File: src/design/maze_pkg.sv
`default_nettype none

package maze_pkg;

	// VGA color channel, audio sample and input words
	typedef logic [5:0] color_t;
	typedef logic [7:0] sample_t;
	typedef logic [7:0] key_code_t;
	typedef logic [7:0] joy_t;
	typedef logic [4:0] player_t;
	typedef logic [1:0] scan_level_t;

	// Joystick word bit positions
	localparam int JOY_RIGHT = 0;
	localparam int JOY_LEFT  = 1;
	localparam int JOY_DOWN  = 2;
	localparam int JOY_UP    = 3;
	localparam int JOY_FIRE  = 4;

	// Player control bit positions, up is the most significant bit
	localparam int PL_FIRE  = 0;
	localparam int PL_RIGHT = 1;
	localparam int PL_LEFT  = 2;
	localparam int PL_DOWN  = 3;
	localparam int PL_UP    = 4;

	// PS/2 set 2 scan codes, arrows without the E0 prefix
	localparam key_code_t KEY_UP     = 8'h75;
	localparam key_code_t KEY_DOWN   = 8'h72;
	localparam key_code_t KEY_LEFT   = 8'h6b;
	localparam key_code_t KEY_RIGHT  = 8'h74;
	localparam key_code_t KEY_FIRE   = 8'h14;
	localparam key_code_t KEY_COIN   = 8'h2e;
	localparam key_code_t KEY_START1 = 8'h16;

	// Field positions in the host settings word
	localparam int SET_RESET   = 0;
	localparam int SET_SCAN_LO = 3;
	localparam int SET_JOYSWAP = 6;
	localparam int SET_MUTE    = 7;

	localparam int     DIM_STEP   = 16;
	localparam color_t COLOR_FULL = 6'h3f;

endpackage

`default_nettype wire

File: src/design/settings_if.sv
`timescale 1ns/1ns
`default_nettype none

interface settings_if;

	maze_pkg::scan_level_t scan_level;
	logic                  joyswap;
	logic                  mute;
	logic                  game_reset;

	modport regs (
		output scan_level,
		output joyswap,
		output mute,
		output game_reset
	);

	// Each block reads only the fields that steer it
	modport user (
		input scan_level,
		input joyswap,
		input mute,
		input game_reset
	);

endinterface

`default_nettype wire

File: src/design/arcade_inputs.sv
`timescale 1ns/1ns
`default_nettype none

module arcade_inputs (
	input  wire                  clk_sys,
	input  wire                  reset,
	settings_if.user             set,
	input  wire                  key_strobe,
	input  wire                  key_pressed,
	input  wire maze_pkg::key_code_t key_code,
	input  wire maze_pkg::joy_t  joystick_0,
	input  wire maze_pkg::joy_t  joystick_1,
	output maze_pkg::player_t    player1,
	output maze_pkg::player_t    player2,
	output logic                 coin,
	output logic                 start1
);

	maze_pkg::player_t held_keys;
	maze_pkg::player_t held_keys_next;
	logic              held_coin;
	logic              held_coin_next;
	logic              held_start;
	logic              held_start_next;
	maze_pkg::joy_t    joy_a;
	maze_pkg::joy_t    joy_b;

	function automatic maze_pkg::player_t joy_to_player(input maze_pkg::joy_t j);
		maze_pkg::player_t p;
		p = '0;
		p[maze_pkg::PL_UP]    = j[maze_pkg::JOY_UP];
		p[maze_pkg::PL_DOWN]  = j[maze_pkg::JOY_DOWN];
		p[maze_pkg::PL_LEFT]  = j[maze_pkg::JOY_LEFT];
		p[maze_pkg::PL_RIGHT] = j[maze_pkg::JOY_RIGHT];
		p[maze_pkg::PL_FIRE]  = j[maze_pkg::JOY_FIRE];
		return p;
	endfunction

	// Key state after this cycle's strobe, so the outputs follow a strobe in one cycle
	always_comb begin
		held_keys_next  = held_keys;
		held_coin_next  = held_coin;
		held_start_next = held_start;
		if (key_strobe) begin
			case (key_code)
				maze_pkg::KEY_UP:     held_keys_next[maze_pkg::PL_UP]    = key_pressed;
				maze_pkg::KEY_DOWN:   held_keys_next[maze_pkg::PL_DOWN]  = key_pressed;
				maze_pkg::KEY_LEFT:   held_keys_next[maze_pkg::PL_LEFT]  = key_pressed;
				maze_pkg::KEY_RIGHT:  held_keys_next[maze_pkg::PL_RIGHT] = key_pressed;
				maze_pkg::KEY_FIRE:   held_keys_next[maze_pkg::PL_FIRE]  = key_pressed;
				maze_pkg::KEY_COIN:   held_coin_next  = key_pressed;
				maze_pkg::KEY_START1: held_start_next = key_pressed;
				default: ;
			endcase
		end
	end

	assign joy_a = set.joyswap ? joystick_1 : joystick_0;
	assign joy_b = set.joyswap ? joystick_0 : joystick_1;

	// Held keys survive a game reset since the keys are still physically down
	always_ff @(posedge clk_sys) begin
		if (reset) begin
			held_keys  <= '0;
			held_coin  <= 1'b0;
			held_start <= 1'b0;
		end else begin
			held_keys  <= held_keys_next;
			held_coin  <= held_coin_next;
			held_start <= held_start_next;
		end
	end

	always_ff @(posedge clk_sys) begin
		if (reset || set.game_reset) begin
			player1 <= '0;
			player2 <= '0;
			coin    <= 1'b0;
			start1  <= 1'b0;
		end else begin
			player1 <= held_keys_next | joy_to_player(joy_a);
			player2 <= joy_to_player(joy_b);
			coin    <= held_coin_next;
			start1  <= held_start_next;
		end
	end

endmodule

`default_nettype wire

File: src/design/maze_io_top.sv
`timescale 1ns/1ns
`default_nettype none

module maze_io_top #(
	parameter int RESET_CYCLES = 4
) (
	input  wire                      clk_sys,
	input  wire                      reset,
	input  wire                      cfg_valid,
	input  wire  [7:0]               cfg_data,
	output logic                     cfg_ready,
	input  wire                      key_strobe,
	input  wire                      key_pressed,
	input  wire maze_pkg::key_code_t key_code,
	input  wire maze_pkg::joy_t      joystick_0,
	input  wire maze_pkg::joy_t      joystick_1,
	input  wire                      video,
	input  wire                      hsync,
	input  wire                      vsync,
	input  wire maze_pkg::sample_t   sample,
	output maze_pkg::player_t        player1,
	output maze_pkg::player_t        player2,
	output logic                     coin,
	output logic                     start1,
	output logic                     game_reset,
	output maze_pkg::color_t         vga_r,
	output maze_pkg::color_t         vga_g,
	output maze_pkg::color_t         vga_b,
	output logic                     vga_hs,
	output logic                     vga_vs,
	output logic                     audio_out
);

	settings_if set_bus ();

	status_regs #(
		.RESET_CYCLES(RESET_CYCLES)
	) regs (
		.clk_sys   (clk_sys),
		.reset     (reset),
		.cfg_valid (cfg_valid),
		.cfg_data  (cfg_data),
		.cfg_ready (cfg_ready),
		.set       (set_bus.regs)
	);

	arcade_inputs inputs (
		.clk_sys     (clk_sys),
		.reset       (reset),
		.set         (set_bus.user),
		.key_strobe  (key_strobe),
		.key_pressed (key_pressed),
		.key_code    (key_code),
		.joystick_0  (joystick_0),
		.joystick_1  (joystick_1),
		.player1     (player1),
		.player2     (player2),
		.coin        (coin),
		.start1      (start1)
	);

	scanline_video video_out (
		.clk_sys (clk_sys),
		.reset   (reset),
		.set     (set_bus.user),
		.video   (video),
		.hsync   (hsync),
		.vsync   (vsync),
		.vga_r   (vga_r),
		.vga_g   (vga_g),
		.vga_b   (vga_b),
		.vga_hs  (vga_hs),
		.vga_vs  (vga_vs)
	);

	sigma_delta_dac dac (
		.clk_sys   (clk_sys),
		.reset     (reset),
		.set       (set_bus.user),
		.sample    (sample),
		.audio_out (audio_out)
	);

	// The game core outside this shell is held in reset by this pulse
	assign game_reset = set_bus.game_reset;

endmodule

`default_nettype wire

File: src/design/scanline_video.sv
`timescale 1ns/1ns
`default_nettype none

module scanline_video (
	input  wire                clk_sys,
	input  wire                reset,
	settings_if.user           set,
	input  wire                video,
	input  wire                hsync,
	input  wire                vsync,
	output maze_pkg::color_t   vga_r,
	output maze_pkg::color_t   vga_g,
	output maze_pkg::color_t   vga_b,
	output logic               vga_hs,
	output logic               vga_vs
);

	logic             line_odd;
	logic             hs_fall;
	logic             vs_fall;
	maze_pkg::color_t lit_level;
	maze_pkg::color_t pixel;

	// The registered syncs hold last cycle's inputs, which is all the edge detect needs
	assign hs_fall = vga_hs && !hsync;
	assign vs_fall = vga_vs && !vsync;

	always_ff @(posedge clk_sys) begin
		if (reset) begin
			line_odd <= 1'b0;
		end else if (vs_fall) begin
			line_odd <= 1'b0;
		end else if (hs_fall) begin
			line_odd <= !line_odd;
		end
	end

	// Odd lines lose DIM_STEP per scanline level, the pixel uses the parity held before any edge
	assign lit_level = line_odd ?
		maze_pkg::color_t'(int'(maze_pkg::COLOR_FULL) -
			maze_pkg::DIM_STEP * int'(set.scan_level)) :
		maze_pkg::COLOR_FULL;

	assign pixel = video ? lit_level : '0;

	always_ff @(posedge clk_sys) begin
		if (reset) begin
			vga_r  <= '0;
			vga_g  <= '0;
			vga_hs <= 1'b1;
			vga_vs <= 1'b1;
		end else begin
			vga_r  <= pixel;
			vga_g  <= pixel;
			vga_hs <= hsync;
			vga_vs <= vsync;
		end
	end

	// Red plus green gives the yellow maze, blue is never lit
	assign vga_b = '0;

endmodule

`default_nettype wire

File: src/design/sigma_delta_dac.sv
`timescale 1ns/1ns
`default_nettype none

module sigma_delta_dac (
	input  wire                 clk_sys,
	input  wire                 reset,
	settings_if.user            set,
	input  wire maze_pkg::sample_t sample,
	output logic                audio_out
);

	logic [8:0]        acc;
	maze_pkg::sample_t sample_eff;

	assign sample_eff = set.mute ? '0 : sample;

	// Over 256 cycles the low byte wraps exactly sample times, one carry each
	always_ff @(posedge clk_sys) begin
		if (reset) begin
			acc <= '0;
		end else begin
			acc <= {1'b0, acc[7:0]} + {1'b0, sample_eff};
		end
	end

	always_ff @(posedge clk_sys) begin
		if (reset || set.mute) begin
			audio_out <= 1'b0;
		end else begin
			audio_out <= acc[8];
		end
	end

endmodule

`default_nettype wire

File: src/design/status_regs.sv
`timescale 1ns/1ns
`default_nettype none

module status_regs #(
	parameter int RESET_CYCLES = 4
) (
	input  wire        clk_sys,
	input  wire        reset,
	input  wire        cfg_valid,
	input  wire  [7:0] cfg_data,
	output logic       cfg_ready,
	settings_if.regs   set
);

	localparam int CNT_W = $clog2(RESET_CYCLES + 1);

	logic [CNT_W-1:0] rst_cnt;
	logic             cfg_write;

	assign cfg_write = cfg_valid && cfg_ready;

	always_ff @(posedge clk_sys) begin
		if (reset) begin
			set.scan_level <= '0;
			set.joyswap    <= 1'b0;
			set.mute       <= 1'b0;
		end else if (cfg_write) begin
			set.scan_level <= cfg_data[maze_pkg::SET_SCAN_LO +: $bits(maze_pkg::scan_level_t)];
			set.joyswap    <= cfg_data[maze_pkg::SET_JOYSWAP];
			set.mute       <= cfg_data[maze_pkg::SET_MUTE];
		end
	end

	// The counter is loaded by a write with the reset bit and counts down to zero
	always_ff @(posedge clk_sys) begin
		if (reset) begin
			rst_cnt <= '0;
		end else if (cfg_write && cfg_data[maze_pkg::SET_RESET]) begin
			rst_cnt <= CNT_W'(RESET_CYCLES);
		end else if (rst_cnt != '0) begin
			rst_cnt <= rst_cnt - 1'b1;
		end
	end

	assign set.game_reset = (rst_cnt != '0);

	// No further writes are taken while the game core is held in reset
	assign cfg_ready = (rst_cnt == '0);

endmodule

`default_nettype wire

File: config.mk
export PLATFORM = sky130hd
export DESIGN_NAME = maze_io_top
export DESIGN_NICKNAME = d
export VERILOG_FILES = /design/src/design/maze_pkg.sv /design/src/design/settings_if.sv /design/src/design/arcade_inputs.sv /design/src/design/maze_io_top.sv /design/src/design/scanline_video.sv /design/src/design/sigma_delta_dac.sv /design/src/design/status_regs.sv
export SDC_FILE = /design/constraint.sdc
export NUM_CORES = 1
export LEC_CHECK = 0
export ABC_AREA = 1
export ABC_CLOCK_PERIOD_IN_PS = 2900
export BUFFER_PORTS_ARGS = -buffer_cell sky130_fd_sc_hd__buf_4
export CORE_ASPECT_RATIO = 0.5
export CORE_MARGIN = 2
export CORE_UTILIZATION = 50
export DETAILED_ROUTE_END_ITERATION = 16
export HOLD_SLACK_MARGIN = 0.05
export PLACE_DENSITY = 0.8
export SYNTH_ARGS = -nofsm -noshare
export SYNTH_HDL_FRONTEND = slang
export SYNTH_SLANG_ARGS = --single-unit
File: constraint.sdc
create_clock -name clk_sys -period 2.9 [get_ports clk_sys]
set_input_delay 0.58 -clock clk_sys [delete_from_list [all_inputs] [get_ports clk_sys]]
set_output_delay 0.58 -clock clk_sys [all_outputs]
set_load 0.1 [all_outputs]
==> results of run 1 <==
-- power groups by stage --
stage / Sequential (mW) / Clock, mW / Combinational, mW
floorplan: 1.08 / 0 / 0.823
global placement: 0.786 / 0 / 1.34
detailed placement: 0.792 / 0 / 1.37
CTS: 0.780 / 0.465 / 1.37
global route: 0.792 / 0.491 / 1.48
finish: 0.779 / 0.457 / 1.36
-- metrics by stage --
stage	cells	worst slack (ns)	total power, mW	hold WS, ns	cell area (µm²)
2_1_floorplan	305	0.378	1.90	0.403	2160
3_3_place_gp	406	0.893	2.12	0.411	2600
3_5_place_dp	406	0.867	2.16	0.410	2600
4_1_cts	414	0.698	2.62	0.421	2710
5_1_grt	414	0.629	2.76	0.444	2710
6_report	414	0.715	2.60	0.419	2710
-- kinds of logic (layout without fill, tap and decap cells) --
kind of cell               Yosys count  after routing  synth area share [%]
DFF                                 42             42                  39.2
other                                1              6                 0.175
buffers and inverters               70            125                  14.9
and+or+nand+nor                    127            127                  25.7
AOI/OAI and AO/OA                   48             48                  12.7
adders and majority gates           12             12                  7.35
-- layout make-up --
type                    instances  area (µm²)
inverters                      50         188
clock inverters                 2        37.5
well taps                      54        67.6
multi-input cells             193        1000
clock buffers                   6        72.6
repair buffers                 67         503
flip-flops and latches         42         841
fillers                       362        1290
-- registers in the layout, indices dropped and copies added (netlist names) --
register and flops:
dac.acc 9, inputs.held_keys 5, inputs.player1 5, inputs.player2 5, regs.rst_cnt 3, video_out.vga_g 3, regs.set.scan_level 2, dac.audio_out 1
inputs.coin 1, inputs.held_coin 1, inputs.held_start 1, inputs.start1 1, regs.set.joyswap 1, regs.set.mute 1, video_out.line_odd 1, video_out.vga_hs 1
video_out.vga_vs 1
-- cells in the mapped netlist (all sizes together) --
cell type,instances
nand2,55
inv,50
nor2,50
dfxtp,42
a21oi,25
o21ai,18
buf,16
nand3,12
ha,11
nand4,6
clkbuf,4
a21o,2
a211oi,1
and2,1
and3,1
conb,1
fa,1
nor3,1
o21a,1
o21bai,1
or2,1
-- cells in the final DEF (no fill, tap or decap), types with 2 or more instances in the layout --
cell type	synthesis	routed
nand2_1	51	51
ha_1	11	11
o21ai_0	17	17
nor2_2	4	4
a21o_1	2	2
dfxtp_1	42	42
buf_4	15	67
inv_2	3	3
a21oi_1	23	23
nand2_2	4	4
conb_1	1	6
nor2_4	2	2
a21oi_2	2	2
nor2_1	44	44
nand4_1	6	6
nand3_1	12	12
inv_1	47	47
clkbuf_8	0	5
-- critical path: stages, from the launching register on --
cell	delay [ns]
dfxtp_1	0.34
inv_1	0.06
ha_1	0.21
ha_1	0.28
inv_2	0.14
buf_4	0.30
-- routing by layer --
layer / global-route usage (%) / wire [µm] / vias to the layer above
li1: - / - / 1031
met1: 20.7 / 1880 / 842
met2: 32.8 / 2020 / 53
met3: 4.74 / 235 / 4
met4: 2.82 / 24 / 0
met5: 0 / 0 / -
-- how the worst max path moves through the flow --
stage | start | end | slack (ns) | cells after the start
3_3_place_gp | sample[0] | dac.acc[6] | 0.89 | 10
4_1_cts | regs.rst_cnt[0] | game_reset | 0.70 | 5
3_5_place_dp | sample[0] | dac.acc[6] | 0.87 | 10
5_1_grt | regs.rst_cnt[0] | game_reset | 0.63 | 5
2_1_floorplan | regs.rst_cnt[0] | game_reset | 0.38 | 4
6_report | regs.rst_cnt[0] | game_reset | 0.71 | 5
==> out/metrics.yaml, run 1 <==
power_and_ir_drop:
  p_int_mw: 1.32
  ir_drop_uv: 689
  p_per_area_nw_per_um2: 958
  power_frac_comb_pct: 52.5
  p_leak_nw: 1.42
  p_sw_share_pct: 49.2
  power.switching_mw: 1.28
  seqPwrFrac_pct: 29.9
  p_clk_share_pct: 17.6
placement:
  port_buffers: 67
  place_congestion: 0.829
  hpwl_um: 3250
finish:
  num_antenna_cells: 0
  nets: 419
  utilization_pct: 67.8
  drive_gt1_share_pct: 25.8
  syn_to_final_growth_pct: 26.4
floorplanning:
  rows: 16
  die_h_um: 50.3
  die_area_um2: 4860
  core_um2: 4000
  initial_core_util_pct: 53.6
  ioPinCount: 83
  die_w_um: 96.6
critical_path:
  startpoint_type: "register"
  endpoint_kind: "output port"
  crit_arrival_ns: 1.61
  cp.required_ns: 2.32
  r2r_cells: 8
  path_class: "register to output port"
  reg2reg_from: "regs.set.mute"
  r2r_end: "dac.acc[6]"
  worstPathMaxFanout: 8
  r2r_slack_ns: 1.05
routing:
  firstDrtPassIters: 4
  vias: 1930
  drc: 0
  drt_iter0_drc: 43
  wl_per_cell_um: 10.0
  wl_um: 4160
  antenna_left: 0
  via_per_inst: 4.66
grt:
  grt_max_degree: 17
  grt-ovfl-total: 0
  grtUsageTotal_pct: 17.4
  antenna_found_initial: 0
  grt_pass1_wl_um: 7000
  grt_pass1_vias: 1728
sta:
  clock_skew_ns: 0.00304
  min_period_ns: 2.19
  finalHoldViolCount: 0
  tns_ns: 0
  final_max_slew_viol_count: 0
  finalCritPeriodShare_pct: 75.4
  max_freq_mhz: 458
  rsz0062_at_grt: "false"
  setup_viol: 0
clock_network:
  ctsHoldBuffers: 0
  path_clk_slew_ns: 0.08
  clockBufferDepth: 2
  cts_tree: "built"
  postCtsResizedCells: 0
  post_cts_buffers: 0
  h-tree-depth: 2
  worstSkewPairLatency_ns: 0.29
  root_buffer: "clkbuf_8"
  clock_sinks: 42
  cts_made_buffers: 5
synth:
  syn_area_um2: 2150
  yosysSeqAreaShare_pct: 39.2
  ys_seq_elements: 42
  syn_avg_cell_area_um2: 7.15
  synth_top_cell_by_area: "dfxtp_1"
  synthDistinctLibCells: 28
  synth_top_cell_area_share_pct: 39.2
  synth_cells: 300
  yosysWarnings: 0
  synth_area_leaders: "dfxtp_1 (39%), nand2_1 (8.9%), inv_1 (8.2%)"
worst_hold_path:
  hp-class: "register to register"
  hold_end: "dac.audio_out"
  holdPathStages: 2
  hp-start: "dac.acc[8]"
status:
  run_status: "complete, no violations"
run:
  maxCapViolations: 0
Note: power is estimated with default switching activity, not from simulation.
==> run 2: changes to the inputs <==
- ABC_CLOCK_PERIOD_IN_PS: 2900 -> 2100
- CORE_UTILIZATION: 50 -> 49
- PLACE_DENSITY: 0.8 -> 0.78
- clock period: 2.9 -> 2.1 ns (I/O delays scaled with it)
==> out/metrics.yaml, run 2 (same netlist as run 1, synthesis figures left out) <==
finish:
  final_area_um2: 2710  # about the same
  drive_gt1_share_pct: 26.6  # was 25.8%
  largest_reg_flops: 9  # unchanged
  most-common-layout-cells: "buf_4 (68), nand2_1 (51), inv_1 (47)"  # was buf_4 (67), nand2_1 (51), inv_1 (47)
  nets: 420  # was 419
  num_antenna_cells: 0  # unchanged
  fillCellCount: 377  # was 362
  regMostFlops: "dac.acc"  # unchanged
  final_common_cell: "buf_4"  # unchanged
  syn_to_final_growth_pct: 26.2  # was 26.4%
grt:
  grt_max_degree: 17  # unchanged
  grt_pass1_wl_um: 7010  # was 7000 µm
  antenna_found_initial: 0  # unchanged
  grt-ovfl-total: 0  # unchanged
  grtUsageTotal_pct: 17.6  # was 17.4%
  grt_pass1_vias: 1717  # was 1728
critical_path:
  startpoint_type: "register"  # unchanged
  worstPathMaxFanout: 8  # unchanged
  crit_arrival_ns: 1.54  # was 1.61 ns
  path_class: "register to output port"  # unchanged
  endpoint_kind: "output port"  # unchanged
  cp.required_ns: 1.68  # was 2.32 ns
power_and_ir_drop:
  seqPwrFrac_pct: 30.4  # was 29.9%
  power_frac_comb_pct: 53.9  # was 52.5%
  ir_drop_uv: 799  # was 689 µV
  p_per_area_nw_per_um2: 1300  # was 958 nW/µm²
  finalPower_mw: 3.52  # was 2.60 mW
  p_clk_share_pct: 15.7  # was 17.6%
  p_leak_nw: 1.42  # about the same
  power.switching_mw: 1.78  # was 1.28 mW
  p_int_mw: 1.74  # was 1.32 mW
  p_sw_share_pct: 50.5  # was 49.2%
sta:
  final_max_slew_viol_count: 0  # unchanged
  whs_ns: 0.319  # was 0.419 ns
  clock_skew_ns: 0.0106  # was 0.00304 ns
  finalCritPeriodShare_pct: 93.6
  min_period_ns: 1.96
  max_freq_mhz: 509
  setup_viol: 0  # unchanged
  rsz0062_at_grt: "false"  # unchanged
  tns_ns: 0  # unchanged
  finalHoldViolCount: 0  # unchanged
clock_network:
  root_buffer: "clkbuf_8"  # unchanged
  cts_made_buffers: 5  # unchanged
  worstSkewPairLatency_ns: 0.30  # was 0.29 ns
  cts_tree: "built"  # unchanged
  post_cts_buffers: 0  # unchanged
  h-tree-depth: 2  # unchanged
  clock_sinks: 42  # unchanged
  postCtsResizedCells: 0  # unchanged
  ctsHoldBuffers: 0  # unchanged
  path_clk_slew_ns: 0.08  # about the same
  clockBufferDepth: 2  # unchanged
placement:
  place_area_um2: 2610  # was 2600 µm²
  place_congestion: 0.808  # was 0.829
  hpwl_um: 3360  # was 3250 µm
  port_buffers: 67  # unchanged
run:
  maxCapViolations: 0  # unchanged
routing:
  route.met3.wl_um: 199  # was 235 µm
  drt_iter0_drc: 36  # was 43
  drc: 0  # unchanged
  wl_per_cell_um: 10.3  # was 10.0 µm
  highest_layer: "met4"  # unchanged
  wl_um: 4290  # was 4160 µm
  vias: 1931  # was 1930
  wl_met2_um: 2060  # was 2020 µm
  via_per_inst: 4.65  # was 4.66
  wl_met1_um: 1970  # was 1880 µm
  firstDrtPassIters: 4  # unchanged
  antenna_left: 0  # unchanged
floorplanning:
  rows: 16  # unchanged
  die_h_um: 50.8  # was 50.3 µm
  die_w_um: 97.6  # was 96.6 µm
  initial_core_util_pct: 53.1  # was 53.6%
  die_area_um2: 4960  # was 4860 µm²
  ioPinCount: 83  # unchanged
  core_um2: 4040  # was 4000 µm²
worst_hold_path:
  hp-class: "primary input to register"  # was register to register
status:
  run_status: "complete, no violations"  # unchanged
-- run 2: changes by cell type in the layout (fill, tap and decap cells not counted) --
| cell | delta |
|---|---|
| clkinv_2 | +1 |
| clkbuf_8 | +1 |
| clkbuf_1 | -1 |
| ha_1 | -1 |
| buf_4 | +1 |
| bufinv_16 | -1 |
| ha_2 | +1 |
-- run 2: layout make-up --
type | count | area (µm²) | share of cell area, %
Multi-Input combinational cell | 193 | 1010 | 37.2
Sequential cell | 42 | 841 | 31.1
Timing Repair Buffer | 68 | 510 | 18.9
Inverter | 50 | 188 | 6.93
Clock buffer | 6 | 82.6 | 3.05
Tap cell | 54 | 67.6 | 2.50
Clock inverter | 2 | 12.5 | 0.462
-- run 2: per-layer routing --
metal  vias up  track usage [%]
met5         -                0
li1       1035                -
met1       851             20.8
met3         6             4.87
met2        39             31.4
met4         0             6.02
-- run 2: path summary, 6_finish.rpt --
check	cells after the start	slack [ns]	end	startpoint
setup reg to reg	8	0.29	dac.acc[6]	regs.set.mute
setup / recovery	5	0.14	game_reset	regs.rst_cnt[0]
hold reg to reg	2	0.42	dac.audio_out	dac.acc[8]
hold / removal	2	0.32	video_out.vga_vs	vsync
-- run 2: stage by stage --
stage / std cells / util, % / setup WS [ns]
after floorplan: 305 / - / 0.107
after global placement: 407 / 64.6 / 0.256
after detailed placement: 407 / 64.6 / 0.227
after CTS: 415 / 67.0 / 0.120
after global routing: 415 / 67.0 / 0.0466
final: 415 / 67.0 / 0.135
-- run 2: worst max-delay path: stages (launching register included) --
cell and delay (ns):
dfxtp_1 0.34, inv_1 0.06, ha_1 0.21, ha_2 0.23, inv_2 0.11, buf_4 0.30
-- run 2: power by group through the flow --
stage	combinational, mW	clock [mW]	sequential, mW
2_1_floorplan	1.14	0	1.49
3_3_place_gp	1.87	0	1.08
3_5_place_dp	1.91	0	1.09
4_1_cts	1.91	0.566	1.07
5_1_grt	2.06	0.596	1.10
6_report	1.90	0.552	1.07
